`src/logic/mem_pkg.sv`:
```
`default_nettype none

package mem_pkg;

    // serial flash read opcode, followed by 24 address bits
    localparam logic [7:0] flash_cmd_read = 8'h03;

    // region codes live in address bits 31 to 28
    localparam logic [3:0] region_flash = 4'd0;
    localparam logic [3:0] region_ram   = 4'd2; // ram starts at 2000_0000

    // sizes in words, powers of two
    localparam int default_ram_words   = 256;
    localparam int default_cache_lines = 16;

endpackage

`default_nettype wire

```
`src/logic/bus_router.sv`:
```
`default_nettype none

module bus_router (
    input  logic        clk,
    input  logic        reset,

    input  logic [31:0] address,
    input  logic        sel,
    input  logic        read,
    input  logic [3:0]  write_mask,
    input  logic [31:0] write_value,
    output logic [31:0] read_value,
    output logic        ready,

    output logic        ram_sel,
    input  logic [31:0] ram_read_value,
    input  logic        ram_ready,

    output logic        cache_sel,
    input  logic [31:0] cache_read_value,
    input  logic        cache_ready
);
    logic [3:0] region;
    logic       is_write;
    logic       access;
    logic       local_sel;
    logic       local_ready;

    assign region   = address[31:28];
    assign is_write = |write_mask;
    assign access   = sel && (read || is_write);

    assign ram_sel   = access && region == mem_pkg::region_ram;
    assign cache_sel = access && !is_write && region == mem_pkg::region_flash;

    // flash writes and unmapped space are answered here
    assign local_sel = access && !ram_sel && !cache_sel;

    always_ff @(posedge clk) begin
        if (reset) begin
            local_ready <= 1'b0;
        end else begin
            local_ready <= local_sel && !local_ready;
        end
    end

    // unselected targets drive zero and the local answer is zero
    assign read_value = ram_read_value | cache_read_value;
    assign ready      = ram_ready | cache_ready | local_ready;

    // at most one target answers a request
    assert property (@(posedge clk) disable iff (reset)
        $onehot0({ram_ready, cache_ready, local_ready}));

    // request stays put until it is acknowledged
    assert property (@(posedge clk) disable iff (reset)
        sel && !ready |=> sel && $stable(address) && $stable(read)
            && $stable(write_mask) && $stable(write_value));

endmodule

`default_nettype wire

```
`config.mk`:
```
export PLATFORM = sky130hd
export DESIGN_NAME = bus_router
export DESIGN_NICKNAME = d
export VERILOG_FILES = /design/src/logic/mem_pkg.sv /design/src/logic/bus_router.sv
export SDC_FILE = /design/constraint.sdc
export NUM_CORES = 1
export LEC_CHECK = 0
export BUFFER_PORTS_ARGS = -buffer_cell sky130_fd_sc_hd__buf_2
export CAP_MARGIN = 10
export CORE_AREA = 2 2 66 68
export DETAILED_ROUTE_END_ITERATION = 6
export DIE_AREA = 0 0 68 70
export PLACE_DENSITY = 0.62
export SETUP_SLACK_MARGIN = 0.2
export SYNTH_ARGS = -nofsm -noshare
export SYNTH_HDL_FRONTEND = slang
export SYNTH_SLANG_ARGS = --single-unit
```
`constraint.sdc`:
```
create_clock -name clk -period 1.2 [get_ports clk]
set_input_delay 0.18 -clock clk [delete_from_list [all_inputs] [get_ports clk]]
set_output_delay 0.18 -clock clk [all_outputs]
set_load 0.05 [all_outputs]
```
==> metrics.yaml <==
grt_pass1_wl_mm: 1.88
grt_setup_unrepaired: "true"
cp-end-kind: "output pin"
max_cap_violations: 0
antenna_left: 0
worst-setup-path-type: "in -> out"
drt_pass1_iterations: 4
cp.required_ns: 1.02
worst-path-max-fanout: 3
clock_latency_ns: 0
yosys_warnings: 0
grt_overflow_total: 0
clk_pin_slew_ns: 0
antenna_found_initial: 1
synth_top_family_by_area: "simple AND/OR/NAND/NOR gates"
remaining_drc_errors: 0
portBuffers: 112
ys_ff_latch: 1
dpl.cell_count: 211
relSlewSlack_pct: 83.1
syn_nets: 185
avgViaCountPerCell: 3.40
power.density_nw_per_um2: 497
worstMarginPinSlew_ns: 0.251
finClkSkew_ns: 0
antenna_cells: 0
ys_types: 11
fin_nets: 299
area_delta_synth_final_pct: 227
outcome: "finished, violations left"
fmax_mhz: 688
place_ws_ns: -0.342
cpPeakStageDelay_ns: 0.57
drt_iter0_markers: 3
muxShareOfSynthArea_pct: 0
fin_area_um2: 987
largest_reg_flops: 1
slew_violations: 0
reg2reg_slack_ns: 0.59
hold_path.class: "in -> reg"
seq_area_frac_synth_pct: 6.64
placed_area_um2: 952
fin_cells: 211
crit_family: "simple AND/OR/NAND/NOR gates"
hold_buffers: 0
regMostFlops: "local_ready"
synth_fa_ha_area_share_pct: 0
wl_mm: 1.36
start_util_pct: 7.28
synth_cells: 47
fp.dieW_um: 68
synth.cell_area_um2: 302
power_mw: 0.491
critPathLaunchType: "primary input"
crit_slowest_cell: "or4_4"
fill_cells: 457
fin_ws_ns: -0.253
leakage_nw: 0.553
ir_worst_vdd_mv: 0.158
crit_top_cell: "buf_6"
design.die.area_um2: 4760
synthSimpleGateAreaFrac_pct: 88.8
reg_top3: "local_ready: 1 flops"
violations: "negative setup slack"
wl_per_cell_um: 6.45
period_needed_ns: 1.45
coreArea_um2: 4140
hold_viol: 0
num_io_pins: 173
cp_cell_sequence: "buf_6, or4_4, nor4b_4, buf_6"
synth_xor_area_share_pct: 0
fp-row-count: 24
avgSynthCellArea_um2: 6.42
vias: 717
fp.dieH_um: 70
grt_pass1_vias: 546
grt_use_total_pct: 4.68
finalCritPeriodShare_pct: 121
synth-compound-area-share_pct: 3.32
grt_max_degree: 4
critPathBufInv: 2
drive_gt1_share_pct: 94.3
hold_slack_ns: 0.426
gp_congestion: 0.558
setup-violations-final: 2
cp.arrival_ns: 1.27
[worst register-to-register path: cells and delay by family, from the launching register on]
| family | cells | cell delay (ns) |
|---|---|---|
| flip-flops | 1 | 0.28 |
| AND/OR/NAND/NOR | 2 | 0.16 |
| AO/OA/AOI/OAI | 1 | 0.10 |
[cell type report]
cell class | count | area [um^2] | share of cell area [%]
inverter | 1 | 3.75 | 0.380
multi-input combinational | 45 | 309 | 31.3
sequential | 1 | 20.0 | 2.03
tap | 52 | 65.1 | 6.59
timing repair buffer | 112 | 589 | 59.7
[per-stage QoR]
step | util, % | setup TNS, ns
2_1_floorplan | - | -0.327
3_3_place_gp | 23.0 | -0.610
3_5_place_dp | 23.0 | -0.612
4_1_cts | 23.7 | -0.493
5_1_grt | 23.8 | -0.580
6_report | 23.8 | -0.474
[synthesized netlist by cell type]
cell	instances	share of area [%]
a21oi_1	1	1.7
dfxtp_1	1	6.6
inv_1	1	1.2
nand2_1	3	3.7
nor2_1	2	2.5
nor3_1	2	3.3
nor4b_2	1	5.0
o21ai_0	1	1.7
or2_2	32	66
or3_1	2	4.1
or4_4	1	3.7
[path summary, 6_finish.rpt]
kind | start | to | cells past startpoint
max | write_mask[1] | cache_sel | 4
min reg2reg | local_ready$_SDFF_PP0_ | local_ready$_SDFF_PP0_ | 3
min | sel | local_ready$_SDFF_PP0_ | 3
max reg2reg | local_ready$_SDFF_PP0_ | local_ready$_SDFF_PP0_ | 3
[layer usage]
layer / up-vias / wire [um] / GRT usage (%)
met5: - / 11 / 0
met4: 2 / 0 / 0
met3: 2 / 257 / 0.966
met2: 56 / 676 / 10.1
met1: 283 / 417 / 4.40
li1: 374 / - / -
[logic make-up after synthesis]
family | count (synthesis)
AND/OR/NAND/NOR | 43
AO/OA/AOI/OAI | 2
flip-flops | 1
buffers and inverters | 1
[what timing repair did]
action	4_1_cts	5_1_grt
resized for setup	9	1
buffers inserted	0	0
pin swaps	2	2
endpoints found under the setup margin	4	4
[placed cells by master (no fill, tap or decap)]
master,count
a21oi_1,1
buf_2,108
buf_6,3
buf_8,1
dfxtp_1,1
inv_1,1
nand2_1,3
nor2_1,1
nor2_2,1
nor3_1,1
nor3_4,1
nor4b_4,1
o21ai_2,1
or2_2,32
or3_1,1
or3_4,1
or4_4,1
[report_power, final]
group	internal (mW)	leakage, nW	switching (mW)
clock	0	0	0
sequential	0.0360	0.00828	0.000882
combinational	0.177	0.544	0.277
total	0.213	0.553	0.278
Power figures use the tool's default switching activity.
