**config.mk**
```make
export PLATFORM = sky130hd
export DESIGN_NAME = flash_cache
export DESIGN_NICKNAME = d
export VERILOG_FILES = /design/src/logic/mem_pkg.sv /design/src/logic/flash_cache.sv
export SDC_FILE = /design/constraint.sdc
export NUM_CORES = 1
export LEC_CHECK = 0
export BUFFER_PORTS_ARGS = -buffer_cell sky130_fd_sc_hd__buf_2
export CORE_MARGIN = 5
export CORE_UTILIZATION = 55
export CTS_BUF_LIST = sky130_fd_sc_hd__clkbuf_8
export CTS_CLUSTER_DIAMETER = 30
export DETAILED_ROUTE_END_ITERATION = 8
export PLACE_DENSITY = 0.79
export SYNTH_ARGS = -nofsm -noshare
export SYNTH_HDL_FRONTEND = slang
export SYNTH_SLANG_ARGS = --single-unit
```
**constraint.sdc**
```tcl
create_clock -name clk -period 10.4 [get_ports clk]
set_input_delay 2.08 -clock clk [delete_from_list [all_inputs] [get_ports clk]]
set_output_delay 2.08 -clock clk [all_outputs]
set_load 0.05 [all_outputs]
```
**src/logic/mem_pkg.sv**
```systemverilog
`default_nettype none

package mem_pkg;

    // serial flash read opcode, followed by 24 address bits
    localparam logic [7:0] flash_cmd_read = 8'h03;

    // region codes live in address bits 31 to 28
    localparam logic [3:0] region_flash = 4'd0;
    localparam logic [3:0] region_ram   = 4'd2; // ram starts at 2000_0000

    // sizes in words, powers of two
    localparam int default_ram_words   = 256;
    localparam int default_cache_lines = 16;

endpackage

`default_nettype wire

```
**src/logic/flash_cache.sv**
```systemverilog
`default_nettype none

module flash_cache #(
    parameter int cache_lines = mem_pkg::default_cache_lines
) (
    input  logic        clk,
    input  logic        reset,

    input  logic [31:0] address,
    input  logic        sel,
    input  logic        read,
    output logic [31:0] read_value,
    output logic        ready,

    output logic [31:0] flash_address,
    output logic        flash_sel,
    output logic        flash_read,
    input  logic [31:0] flash_read_value,
    input  logic        flash_ready
);
    localparam int index_bits = $clog2(cache_lines);
    localparam int tag_bits   = 22 - index_bits; // flash space is 24 bits

    logic [cache_lines-1:0] valid;
    logic [tag_bits-1:0]    tags [cache_lines];
    logic [31:0]            lines [cache_lines];

    logic [index_bits-1:0] index;
    logic [tag_bits-1:0]   tag;
    logic                  lookup_hit;
    logic                  fill;
    logic                  hit_ready;
    logic [31:0]           hit_value;

    assign index      = address[2 +: index_bits];
    assign tag        = address[2 + index_bits +: tag_bits];
    assign lookup_hit = sel && read && valid[index] && tags[index] == tag;

    // a miss goes straight to the controller in the same cycle
    assign flash_address = address;
    assign flash_read    = read;
    assign flash_sel     = sel && read && !lookup_hit;
    assign fill          = flash_sel && flash_ready;

    assign ready      = hit_ready | fill;
    assign read_value = !sel ? '0 : (fill ? flash_read_value : hit_value);

    always_ff @(posedge clk) begin
        if (reset) begin
            valid     <= '0;
            hit_ready <= 1'b0;
        end else begin
            hit_ready <= lookup_hit && !hit_ready; // one pulse per held request
            if (fill) begin
                valid[index] <= 1'b1;
            end
        end
    end

    always_ff @(posedge clk) begin
        hit_value <= lines[index];
        if (fill) begin
            tags[index]  <= tag;
            lines[index] <= flash_read_value;
        end
    end

    // a hit is served without touching the spi bus, up to its ready cycle
    assert property (@(posedge clk) disable iff (reset)
        lookup_hit && !hit_ready |=> !flash_sel);

endmodule

`default_nettype wire

```
==> flow_summary.json <==
{
  "wl_per_cell_um": 27.20,
  "place_congestion": 0.8496,
  "skew_ns": 0.03984,
  "max_freq_mhz": 113.5,
  "postSynthCellCount": 1584,
  "synth_area_sq_um": 33290,
  "drive_above_1_share_pct": 32.93,
  "grt_pass1_vias": 17237,
  "nets": 1840,
  "intPower_uw": 5620,
  "dr_total_vias": 16576,
  "io_pins": 136,
  "combPwrFrac_pct": 5.7,
  "tns_ns": 0,
  "die_area_sq_um": 65540,
  "placementRows": 90,
  "overflow": 0,
  "rsz0062_at_grt": "false",
  "p_clk_share_pct": 42.2,
  "critPathArrivalTime_ns": 6.73,
  "async_flop_share_pct": 0,
  "finalHoldViolations": 0,
  "swShare_pct": 22.59,
  "route.detailed.drc": 0,
  "slew_viol_final": 0,
  "viasPerCell": 6.204,
  "ys_warn_count": 0,
  "root_buffer": "clkbuf_8",
  "cap_violations": 0,
  "cts_tree": "built",
  "initial_core_util_pct": 55.36,
  "final.period_utilization_pct": 84.70,
  "holdBufCountCts": 0,
  "clk_pin_slew_worst_paths_ns": 0.06,
  "cpMostUsedCell": "buf_4",
  "r2r_slack_ns": 5.67,
  "ys_ff_latch": 849,
  "dpl.hpwl_um": 38240,
  "status": "complete, no violations",
  "hold_class": "reg -> reg",
  "die_h_um": 256.0,
  "core-area_sq_um": 60130,
  "synth_edf_count": 800,
  "fin_crit_ns": 8.808,
  "clock-sinks": 849,
  "grt_max_degree": 93,
  "syn_avg_cell_area_sq_um": 21.01,
  "port_buffers": 115,
  "vdd_drop_max_uv": 140.7,
  "clock_path_buffers": 3,
  "tightest_slew_ns": 1.135,
  "seq_power_share_pct": 52.1,
  "cts_made_buffers": 147,
  "cp_slowest_cell": "a31o_4",
  "cp_slowest_stage_delay_ns": 0.80,
  "yosysSeqAreaShare_pct": 75.12,
  "insertion_delay_ns": 0.79,
  "startpoint_type": "primary input",
  "die_x_um": 256.0,
  "postCtsSetupBuffers": 0,
  "powerDensity_nw_per_um2": 193.3,
  "htree_levels": 4,
  "critPathKind": "in -> out",
  "cp_max_fo": 63,
  "grt_antenna_before_repair": 4,
  "grt_pass1_wl_um": 108400,
  "cts_resized": 0,
  "wl_um": 72670,
  "setup_viol": 0,
  "placed_cells": 2404,
  "path_cells": "buf_4 -> buf_4 -> mux4_2 -> nand2_1 -> a31oi_1 -> xor2_1 -> a2111o_1 -> nor3_4 -> a31o_4 -> buf_4 -> mux2i_1 -> buf_2",
  "p_leak_uw": 0.01273,
  "synth_nets": 1653,
  "required_ns": 8.32,
  "ys.flop_type": "edfxtp_1",
  "first_iter_violations": 2079,
  "firstDrtPassIters": 5,
  "ys_types": 57,
  "ant_nets": 0,
  "final_cell_count_no_fill": 2672,
  "setup.worst_path.end_class": "output pin",
  "power_switching_uw": 1640,
  "slew_headroom_pct": 23.93,
  "track_usage_pct": 22.16,
  "area_growth_pct": 12.81
}
-- kinds of logic after synthesis --
logic type	synth area share, %
simple gates	2.282
compound gates	2.067
buf+inv	2.736
xor+xnor	0.4736
flops	75.12
mux	17.32
-- worst max-delay path, delay by kind of cell --
kind | cells | cell delay (ns)
and+or+nand+nor | 2 | 0.32
xor gates and xnor gates | 1 | 0.16
buffers and inverters | 4 | 2.08
AOI/OAI and AO/OA | 3 | 1.31
muxes | 2 | 0.61
-- synthesized netlist by cell type (all sizes together) (2+ instances only) --
cell,n,area (sq um)
nor2b,9,56.30
mux4,207,4662
xnor2,12,105.1
a22o,2,17.52
and3,2,12.51
o21ai,3,15.01
o22ai,11,68.82
edfxtp,800,24020
nand2b,22,137.6
nor3,25,136.4
o41ai,19,188.9
inv,40,150.1
a21oi,7,35.03
a22oi,15,112.6
a221oi,3,26.28
o311ai,2,17.52
clkbuf,39,146.4
a211oi,6,45.04
buf,81,610.6
mux2,19,214.0
nand3,12,60.06
mux2i,89,890.9
nand2,62,232.7
nor2,11,41.29
dfxtp,49,980.9
or2,3,18.77
a31oi,5,31.28
nand4,2,12.51
xor2,6,52.55
and2,3,18.77
-- cells in the final DEF, fill, tap and decap left out, drive strengths merged, types with 25 or more instances in the layout --
cell type    n
edfxtp     800
nand2       62
clkbuf     161
mux2i       89
dfxtp       49
nor3        25
clkinv      49
mux4       207
buf        158
inv         81
-- metal layers --
layer,track usage [%],wire length [um],up-vias
li1,-,-,6907
met1,30.51,27800,8589
met2,35.12,36040,945
met3,6.294,7248,129
met4,6.957,1546,6
met5,0,38,-
-- stage by stage --
stage               area [sq um]  utilization, %  setup slack [ns]  total power, uW  hold slack [ns]
CTS                        37550           62.44             1.547             7313           0.4306
finish                     37550           62.45             1.592             7260           0.4271
global route               37550           62.44             1.129             7515           0.4417
floorplan                  33290               -             2.229             4151           0.3891
detailed placement         34510           57.39             1.588             4270           0.4220
global placement           34510           57.39             1.650             4259           0.4202
-- registers in the layout, summed over array words and instances, names as in the netlist --
| name | count |
|---|---|
| hit_value | 32 |
| hit_ready | 1 |
| lines | 512 |
| valid | 16 |
| tags | 288 |
-- power groups by stage --
stage,registers [uW],logic (uW),clock network [uW]
final,3780,415,3060
after global routing,3780,442,3290
after CTS,3780,418,3110
after detailed placement,3850,416,0
after global placement,3850,407,0
after floorplan,3850,299,0
-- cell type report --
cell class	count	area [sq um]
inverter	41	153.9
clock buffer	161	2216
clock inverter	106	824.5
antenna	1	2.502
sequential	849	25000
timing repair buffer	158	919.6
multi-input combinational	574	7452
fill	4053	22580
tap	782	978.4
-- worst paths after layout --
| path | from | end | cells past startpoint |
|---|---|---|---|
| worst max register to register | tags[8][7] | lines[12][29] | 10 |
| worst min register to register | hit_ready | hit_ready | 1 |
| worst min-delay path | hit_ready | hit_ready | 1 |
| worst max-delay path | address[5] | read_value[23] | 12 |
Power figures use the tool's default switching activity.
