--- config.mk ---
export PLATFORM = sky130hd
export DESIGN_NAME = flash
export DESIGN_NICKNAME = d
export VERILOG_FILES = /design/src/logic/mem_pkg.sv /design/src/logic/flash.sv
export SDC_FILE = /design/constraint.sdc
export NUM_CORES = 1
export LEC_CHECK = 0
export BUFFER_PORTS_ARGS = -buffer_cell sky130_fd_sc_hd__buf_2
export CAP_MARGIN = 10
export CORE_MARGIN = 3
export CORE_UTILIZATION = 32
export DETAILED_ROUTE_END_ITERATION = 10
export SETUP_SLACK_MARGIN = 0.02
export SLEW_MARGIN = 10
export SYNTH_ARGS = -nofsm -noshare
export SYNTH_HDL_FRONTEND = slang
export SYNTH_SLANG_ARGS = --single-unit
--- constraint.sdc ---
create_clock -name clk -period 2.2 [get_ports clk]
set_clock_uncertainty 0.05 [all_clocks]
set_input_delay 0.22 -clock clk [delete_from_list [all_inputs] [get_ports clk]]
set_output_delay 0.22 -clock clk [all_outputs]
set_load 0.02 [all_outputs]
--- src/logic/mem_pkg.sv ---
`default_nettype none

package mem_pkg;

    // serial flash read opcode, followed by 24 address bits
    localparam logic [7:0] flash_cmd_read = 8'h03;

    // region codes live in address bits 31 to 28
    localparam logic [3:0] region_flash = 4'd0;
    localparam logic [3:0] region_ram   = 4'd2; // ram starts at 2000_0000

    // sizes in words, powers of two
    localparam int default_ram_words   = 256;
    localparam int default_cache_lines = 16;

endpackage

`default_nettype wire

--- src/logic/flash.sv ---
`default_nettype none

module flash (
    input  logic        clk,
    input  logic        reset,

    input  logic        io0_in,
    input  logic        io1_in,
    output logic        spi_clk,
    output logic        spi_csn,
    output logic        io0_en,
    output logic        io1_en,
    output logic        io0_out,
    output logic        io1_out,

    input  logic [31:0] address,
    input  logic        sel,
    input  logic        read,
    input  logic [3:0]  write_mask,
    input  logic [31:0] write_value,
    output logic [31:0] read_value,
    output logic        ready
);
    typedef enum logic [1:0] {
        state_idle,
        state_write_cmd,
        state_read_data,
        state_done
    } state_t;

    state_t      state;
    logic [4:0]  bits;
    logic [30:0] shift_reg;
    logic [31:0] word;
    logic [31:0] read_cmd;

    // single spi only, io1 is always the flash's output
    assign spi_clk = clk;
    assign io0_en  = 1'b1;
    assign io1_en  = 1'b0;
    assign io1_out = 1'b0;

    assign read_cmd   = {mem_pkg::flash_cmd_read, address[23:0]};
    assign read_value = sel ? word : '0;

    always_ff @(posedge clk) begin
        if (reset) begin
            state   <= state_idle;
            spi_csn <= 1'b1;
            io0_out <= 1'b0;
            bits    <= '0;
            ready   <= 1'b0;
        end else begin
            ready <= 1'b0;
            case (state)
                state_idle: begin
                    // ignore the request still held during the ready cycle
                    if (sel && read && !(|write_mask) && !ready) begin
                        spi_csn   <= 1'b0;
                        io0_out   <= read_cmd[31];
                        shift_reg <= read_cmd[30:0];
                        bits      <= 5'd31;
                        state     <= state_write_cmd;
                    end
                end
                state_write_cmd: begin
                    if (|bits) begin
                        io0_out   <= shift_reg[30];
                        shift_reg <= {shift_reg[29:0], 1'b0};
                        bits      <= bits - 5'd1;
                    end else begin
                        // first data bit arrives after the next falling edge
                        bits  <= 5'd31;
                        state <= state_read_data;
                    end
                end
                state_read_data: begin
                    if (|bits) begin
                        shift_reg <= {shift_reg[29:0], io1_in};
                        bits      <= bits - 5'd1;
                    end else begin
                        spi_csn <= 1'b1;
                        word    <= {shift_reg, io1_in};
                        state   <= state_done;
                    end
                end
                state_done: begin
                    ready <= 1'b1;
                    state <= state_idle;
                end
                default: state <= state_idle;
            endcase
        end
    end

    // chip select follows the command and data phases only
    assert property (@(posedge clk) disable iff (reset)
        !spi_csn |-> (state == state_write_cmd || state == state_read_data));

    // the router and cache keep writes away from the controller
    assert property (@(posedge clk) disable iff (reset)
        sel |-> write_mask == 4'b0);

endmodule

`default_nettype wire

==> results of run 1 <==
## cell families after synthesis
family	after synthesis	synth area share
AND/OR/NAND/NOR	86	0.160
flip-flops	73	0.657
AO/OA/AOI/OAI	51	0.0951
buffers and inverters	49	0.0629
adder cells (fa/ha/maj)	5	0.0196
other	2	0.00236
XOR/XNOR	1	0.00275
## metal layers
| metal | global-route usage | share of wire |
|---|---|---|
| met5 | 0 | 0 |
| met4 | 0.0453 | 0.010 |
| met3 | 0.0416 | 0.049 |
| met2 | 0.191 | 0.46 |
| met1 | 0.154 | 0.48 |
## through the flow
stage	power (W)	setup slack (ns)	hold slack [ns]	std cells
finish	0.00403	0.185	0.0457	474
global route	0.00427	0.0301	0.0397	474
CTS	0.00408	0.156	0.0200	474
detailed placement	0.00279	0.182	0.304	454
global placement	0.00276	0.215	0.304	454
floorplan	0.00249	0.0879	0.269	268
## area by class of cell
type / count / area [µm²]
inverter: 29 / 109
multi-input combinational: 146 / 901
sequential: 73 / 2090
tap: 129 / 161
timing repair buffer: 77 / 450
fill: 936 / 5480
clock inverter: 7 / 93.8
clock buffer: 13 / 170
## repair_timing
item / CTS / global route
hold buffers: 1 / 0
resized for setup: 0 / 1
hold endpoints to repair: 1 / 0
setup endpoints to repair: 0 / 2
buffers inserted: 0 / 0
## worst min path at each step
stage	slack, ns	start	cells after the start	end
2_1_floorplan	0.27	io1_in	0	word[0]$_DFFE_PP_
5_1_grt	0.04	reset	2	state[0]$_SDFFE_PP0P_
6_report	0.05	reset	2	state[0]$_SDFFE_PP0P_
3_3_place_gp	0.30	clk	1	spi_clk
4_1_cts	0.02	reset	2	state[0]$_SDFFE_PP0P_
3_5_place_dp	0.30	clk	1	spi_clk
## power by group through the flow
stage | combinational [W] | clock [W] | sequential (W)
finish | 0.000937 | 0.00132 | 0.00177
global route | 0.00106 | 0.00142 | 0.00179
CTS | 0.000949 | 0.00136 | 0.00177
detailed placement | 0.000942 | 0.0000425 | 0.00181
global placement | 0.000925 | 0.0000425 | 0.00180
floorplan | 0.000645 | 0.0000531 | 0.00179
## synthesized netlist by cell type (all sizes together), types with 2 or more instances
cell type | instances | area, µm²
edfxtp | 63 | 1890
and2 | 34 | 216
inv | 29 | 109
o21ai | 27 | 135
nand3 | 26 | 130
clkbuf | 14 | 52.6
a21oi | 12 | 63.8
dfxtp | 10 | 200
and3 | 7 | 46.3
buf | 6 | 38.8
nand2 | 6 | 22.5
ha | 5 | 62.6
a311oi | 3 | 26.3
nor2 | 3 | 11.3
a21bo | 2 | 20.0
a21o | 2 | 15.0
a32o | 2 | 20.0
conb | 2 | 7.51
o211ai | 2 | 15.0
or2 | 2 | 12.5
==> results_dict.tcl, run 1 <==
set metrics [dict create \
    outcome "complete, no violations" \
    startpoint "bits[0]$_SDFFE_PP0P_" \
    synth_warnings 0 \
    final_cell_mix "68 x buf_2, 63 x edfxtp_1, 32 x and2_1" \
    seq_power_share 0.441 \
    largest_reg_flops 32 \
    gp_congestion 0.788 \
    core_um2 9460 \
    drtIter0Drc 76 \
    r2r_slack_ns 0.18 \
    cp-endpoint "shift_reg[27]$_DFFE_PP_" \
    ir_worst_vdd_mv 0.497 \
    power.density_nw_per_um2 1010 \
    io_buffer_count 68 \
    clkPwrFrac 0.327 \
    vias 2136 \
    place_area_um2 3710 \
    grt_pass1_vias 2132 \
    finalSetupViolCount 0 \
    fin_crit_sh 0.916 \
    slew_violations 0 \
    ioPinCount 113 \
    cp_num_cells 7 \
    detail_route.vias_per_cell 4.51 \
    pwr-share-comb 0.233 \
    antenna_found_initial 0 \
    initial_core_util 0.337 \
    dp_hpwl_mm 4.29 \
    fp-row-count 35 \
    drtAntennaViolNets 0 \
    clkTransAtPathRegs_ns 0.08 \
    synth_cell_types 36 \
    synth_area_um2 3180 \
    slowest_delay_ns 0.38 \
    hold_path_class "in -> reg" \
    reg2reg_from "bits[0]$_SDFFE_PP0P_" \
    cap_viol_max_count 0 \
    swShare 0.299 \
    fmax_mhz 496 \
    routed_wirelength_mm 6.45 \
    reg2reg_depth 7 \
    grt_max_degree 62 \
    path_buf_inv 2 \
    grt_usage 0.121 \
    internal_power_w 0.00282 \
    cp_max_fo 24 \
    grt-ovfl-total 0 \
    diodes 0 \
    worstSetupEndpointType "flip-flop" \
    final_common_cell "buf_2" \
    synth_edf_count 63 \
    die_w_um 106 \
    crit_chain "inv_1 -> ha_1 -> nor4b_4 -> a21oi_2 -> and2_4 -> and3_2 -> buf_12" \
    synthCells 267 \
    critPathTopFamily "simple AND/OR/NAND/NOR gates" \
    nNetsFinal 419 \
    ys_ff_latch 73 \
    syn_area_per_cell_um2 11.9 \
    cts_tree "yes" \
    clk_latency_ns 0.45 \
    cp-start-kind "flip-flop" \
    timing.rr.end "shift_reg[27]$_DFFE_PP_" \
    crit_slowest_cell "nor4b_4" \
    power_switching_w 0.00120 \
    rsz0062_at_grt "no" \
    grt_pass1_wl_mm 10.4 \
    finalInstanceArea_um2 3980 \
    setup_tns_ns 0 \
    utilization 0.421 \
    worstSetupPathType "reg -> reg" \
    fin_crit_ns 2.02 \
    synthFlopType "edfxtp_1" \
    crit_required_ns 2.35 \
    ys_seq_area_frac 0.657 \
    die_y_um 106 \
    die_area_um2 11200 \
    synthArstFlopShare 0 \
    drc 0 \
    hold_viol 0 \
    wl_per_cell_um 13.6 \
    arrival_ns 2.16 \
    p_leak_nw 1.58 \
    area_growth_pct 24.9 \
    dr.pass1.iters 5 \
    drive_gt1_frac 0.307 \
]
Power figures use the tool's default switching activity.
==> run 2, diff against run 1 <==
CAP_MARGIN = 15   (was 10)
REMOVE_ABC_BUFFERS = 1   (was default)
==> results_dict.tcl, run 2 (same netlist as run 1, synthesis figures left out) <==
set metrics [dict create \
    p_leak_nw 1.60 \
    final_cell_mix "68 x buf_2, 63 x edfxtp_1, 32 x and2_1" \
    die_area_um2 11200 \
    diodes 0 \
    antenna_found_initial 0 \
    ioPinCount 113 \
    cap_viol_max_count 0 \
    cp-start-kind "flip-flop" \
    cts_tree "yes" \
    area_growth_pct 25.7 \
    drtIter0Drc 108 \
    worstSetupEndpointType "flip-flop" \
    finalSetupViolCount 0 \
    grt-ovfl-total 0 \
    arrival_ns 2.14 \
    nNetsFinal 419 \
    detail_route.vias_per_cell 4.51 \
    dr.pass1.iters 5 \
    grt_usage 0.117 \
    dp_hpwl_mm 4.18 \
    crit_required_ns 2.35 \
    hold_path_class "in -> reg" \
    core_um2 9460 \
    grt_max_degree 62 \
    final_common_cell "buf_2" \
    outcome "complete, no violations" \
    worstSetupPathType "reg -> reg" \
    hold_viol 0 \
    power.density_nw_per_um2 1040 \
    post_cts_buffers 0 \
    routed_wirelength_mm 6.30 \
    clk_latency_ns 0.44 \
    grt_pass1_vias 2125 \
    initial_core_util 0.337 \
    wl_per_cell_um 13.3 \
    gp_congestion 0.797 \
    slew_violations 0 \
    fin_crit_sh 0.904 \
    rsz0062_at_grt "no" \
    grt_pass1_wl_mm 10.2 \
    drtAntennaViolNets 0 \
    die_w_um 106 \
    setup_tns_ns 0 \
    stdcell_count 474 \
    fmax_mhz 503 \
    vias 2138 \
    drive_gt1_frac 0.307 \
    dpl.cell_count 454 \
    clkTransAtPathRegs_ns 0.07 \
    io_buffer_count 68 \
    die_y_um 106 \
    ir_worst_vdd_mv 0.393 \
    fin_crit_ns 1.99 \
    cp_max_fo 10 \
    fp-row-count 35 \
    drc 0 \
    largest_reg_flops 32 \
]
run 2: changes by cell type in the layout (fill, tap and decap cells not counted), sizes merged:
cell / delta
bufinv: +1
clkbuf: +2
inv: -1
clkinv: -2
run 2: routing by layer:
| layer | track usage | wire, µm |
|---|---|---|
| met3 | 0.0380 | 337 |
| met4 | 0.0490 | 74 |
| met1 | 0.144 | 2930 |
| met2 | 0.189 | 2960 |
| met5 | 0 | 0 |
run 2: timing repair:
item,4_1_cts,5_1_grt
resized for setup,0,1
hold buffers,1,0
setup endpoints to repair,0,1
hold endpoints to repair,1,0
run 2: where the power goes:
group	switching, W	internal [W]	total, W
sequential	0.0000825	0.00169	0.00177
clock	0.000547	0.000911	0.00146
combinational	0.000567	0.000366	0.000933
run 2: cell type report:
type                    count  area [µm²]
inverters                  29         109
flip-flops and latches     73        2090
clock buffers              15         188
fillers                   920        5460
multi-input cells         146         901
well taps                 129         161
clock inverters             5         103
repair buffers             77         450
run 2: metrics by stage:
| stage | cell area, µm² | power (W) | hold WS (ns) | util | worst slack [ns] |
|---|---|---|---|---|---|
| 2_1_floorplan | 3100 | 0.00238 | 0.170 | - | 0.0879 |
| 3_3_place_gp | 3710 | 0.00275 | 0.304 | 0.392 | 0.206 |
| 3_5_place_dp | 3710 | 0.00278 | 0.304 | 0.392 | 0.171 |
| 4_1_cts | 4000 | 0.00421 | 0.0215 | 0.423 | 0.159 |
| 5_1_grt | 4000 | 0.00440 | 0.0221 | 0.423 | 0.0780 |
| 6_report | 4000 | 0.00416 | 0.0323 | 0.423 | 0.211 |
run 2: worst max-delay path: stages (launching register included):
cell and delay (ns):
dfxtp_1 0.33, inv_1 0.08, ha_1 0.21, nor4b_4 0.36, a21oi_2 0.11, and2_4 0.19, and3_2 0.22, buf_4 0.18
run 2: final timing paths:
| kind | start | end | slack [ns] | depth (start not counted) |
|---|---|---|---|---|
| min reg2reg | shift_reg[29]$_DFFE_PP_ | word[30]$_DFFE_PP_ | 0.40 | 0 |
| min | reset | state[1]$_SDFFE_PP0P_ | 0.03 | 2 |
| max reg2reg | bits[0]$_SDFFE_PP0P_ | shift_reg[19]$_DFFE_PP_ | 0.21 | 7 |
| max | bits[0]$_SDFFE_PP0P_ | shift_reg[19]$_DFFE_PP_ | 0.21 | 7 |
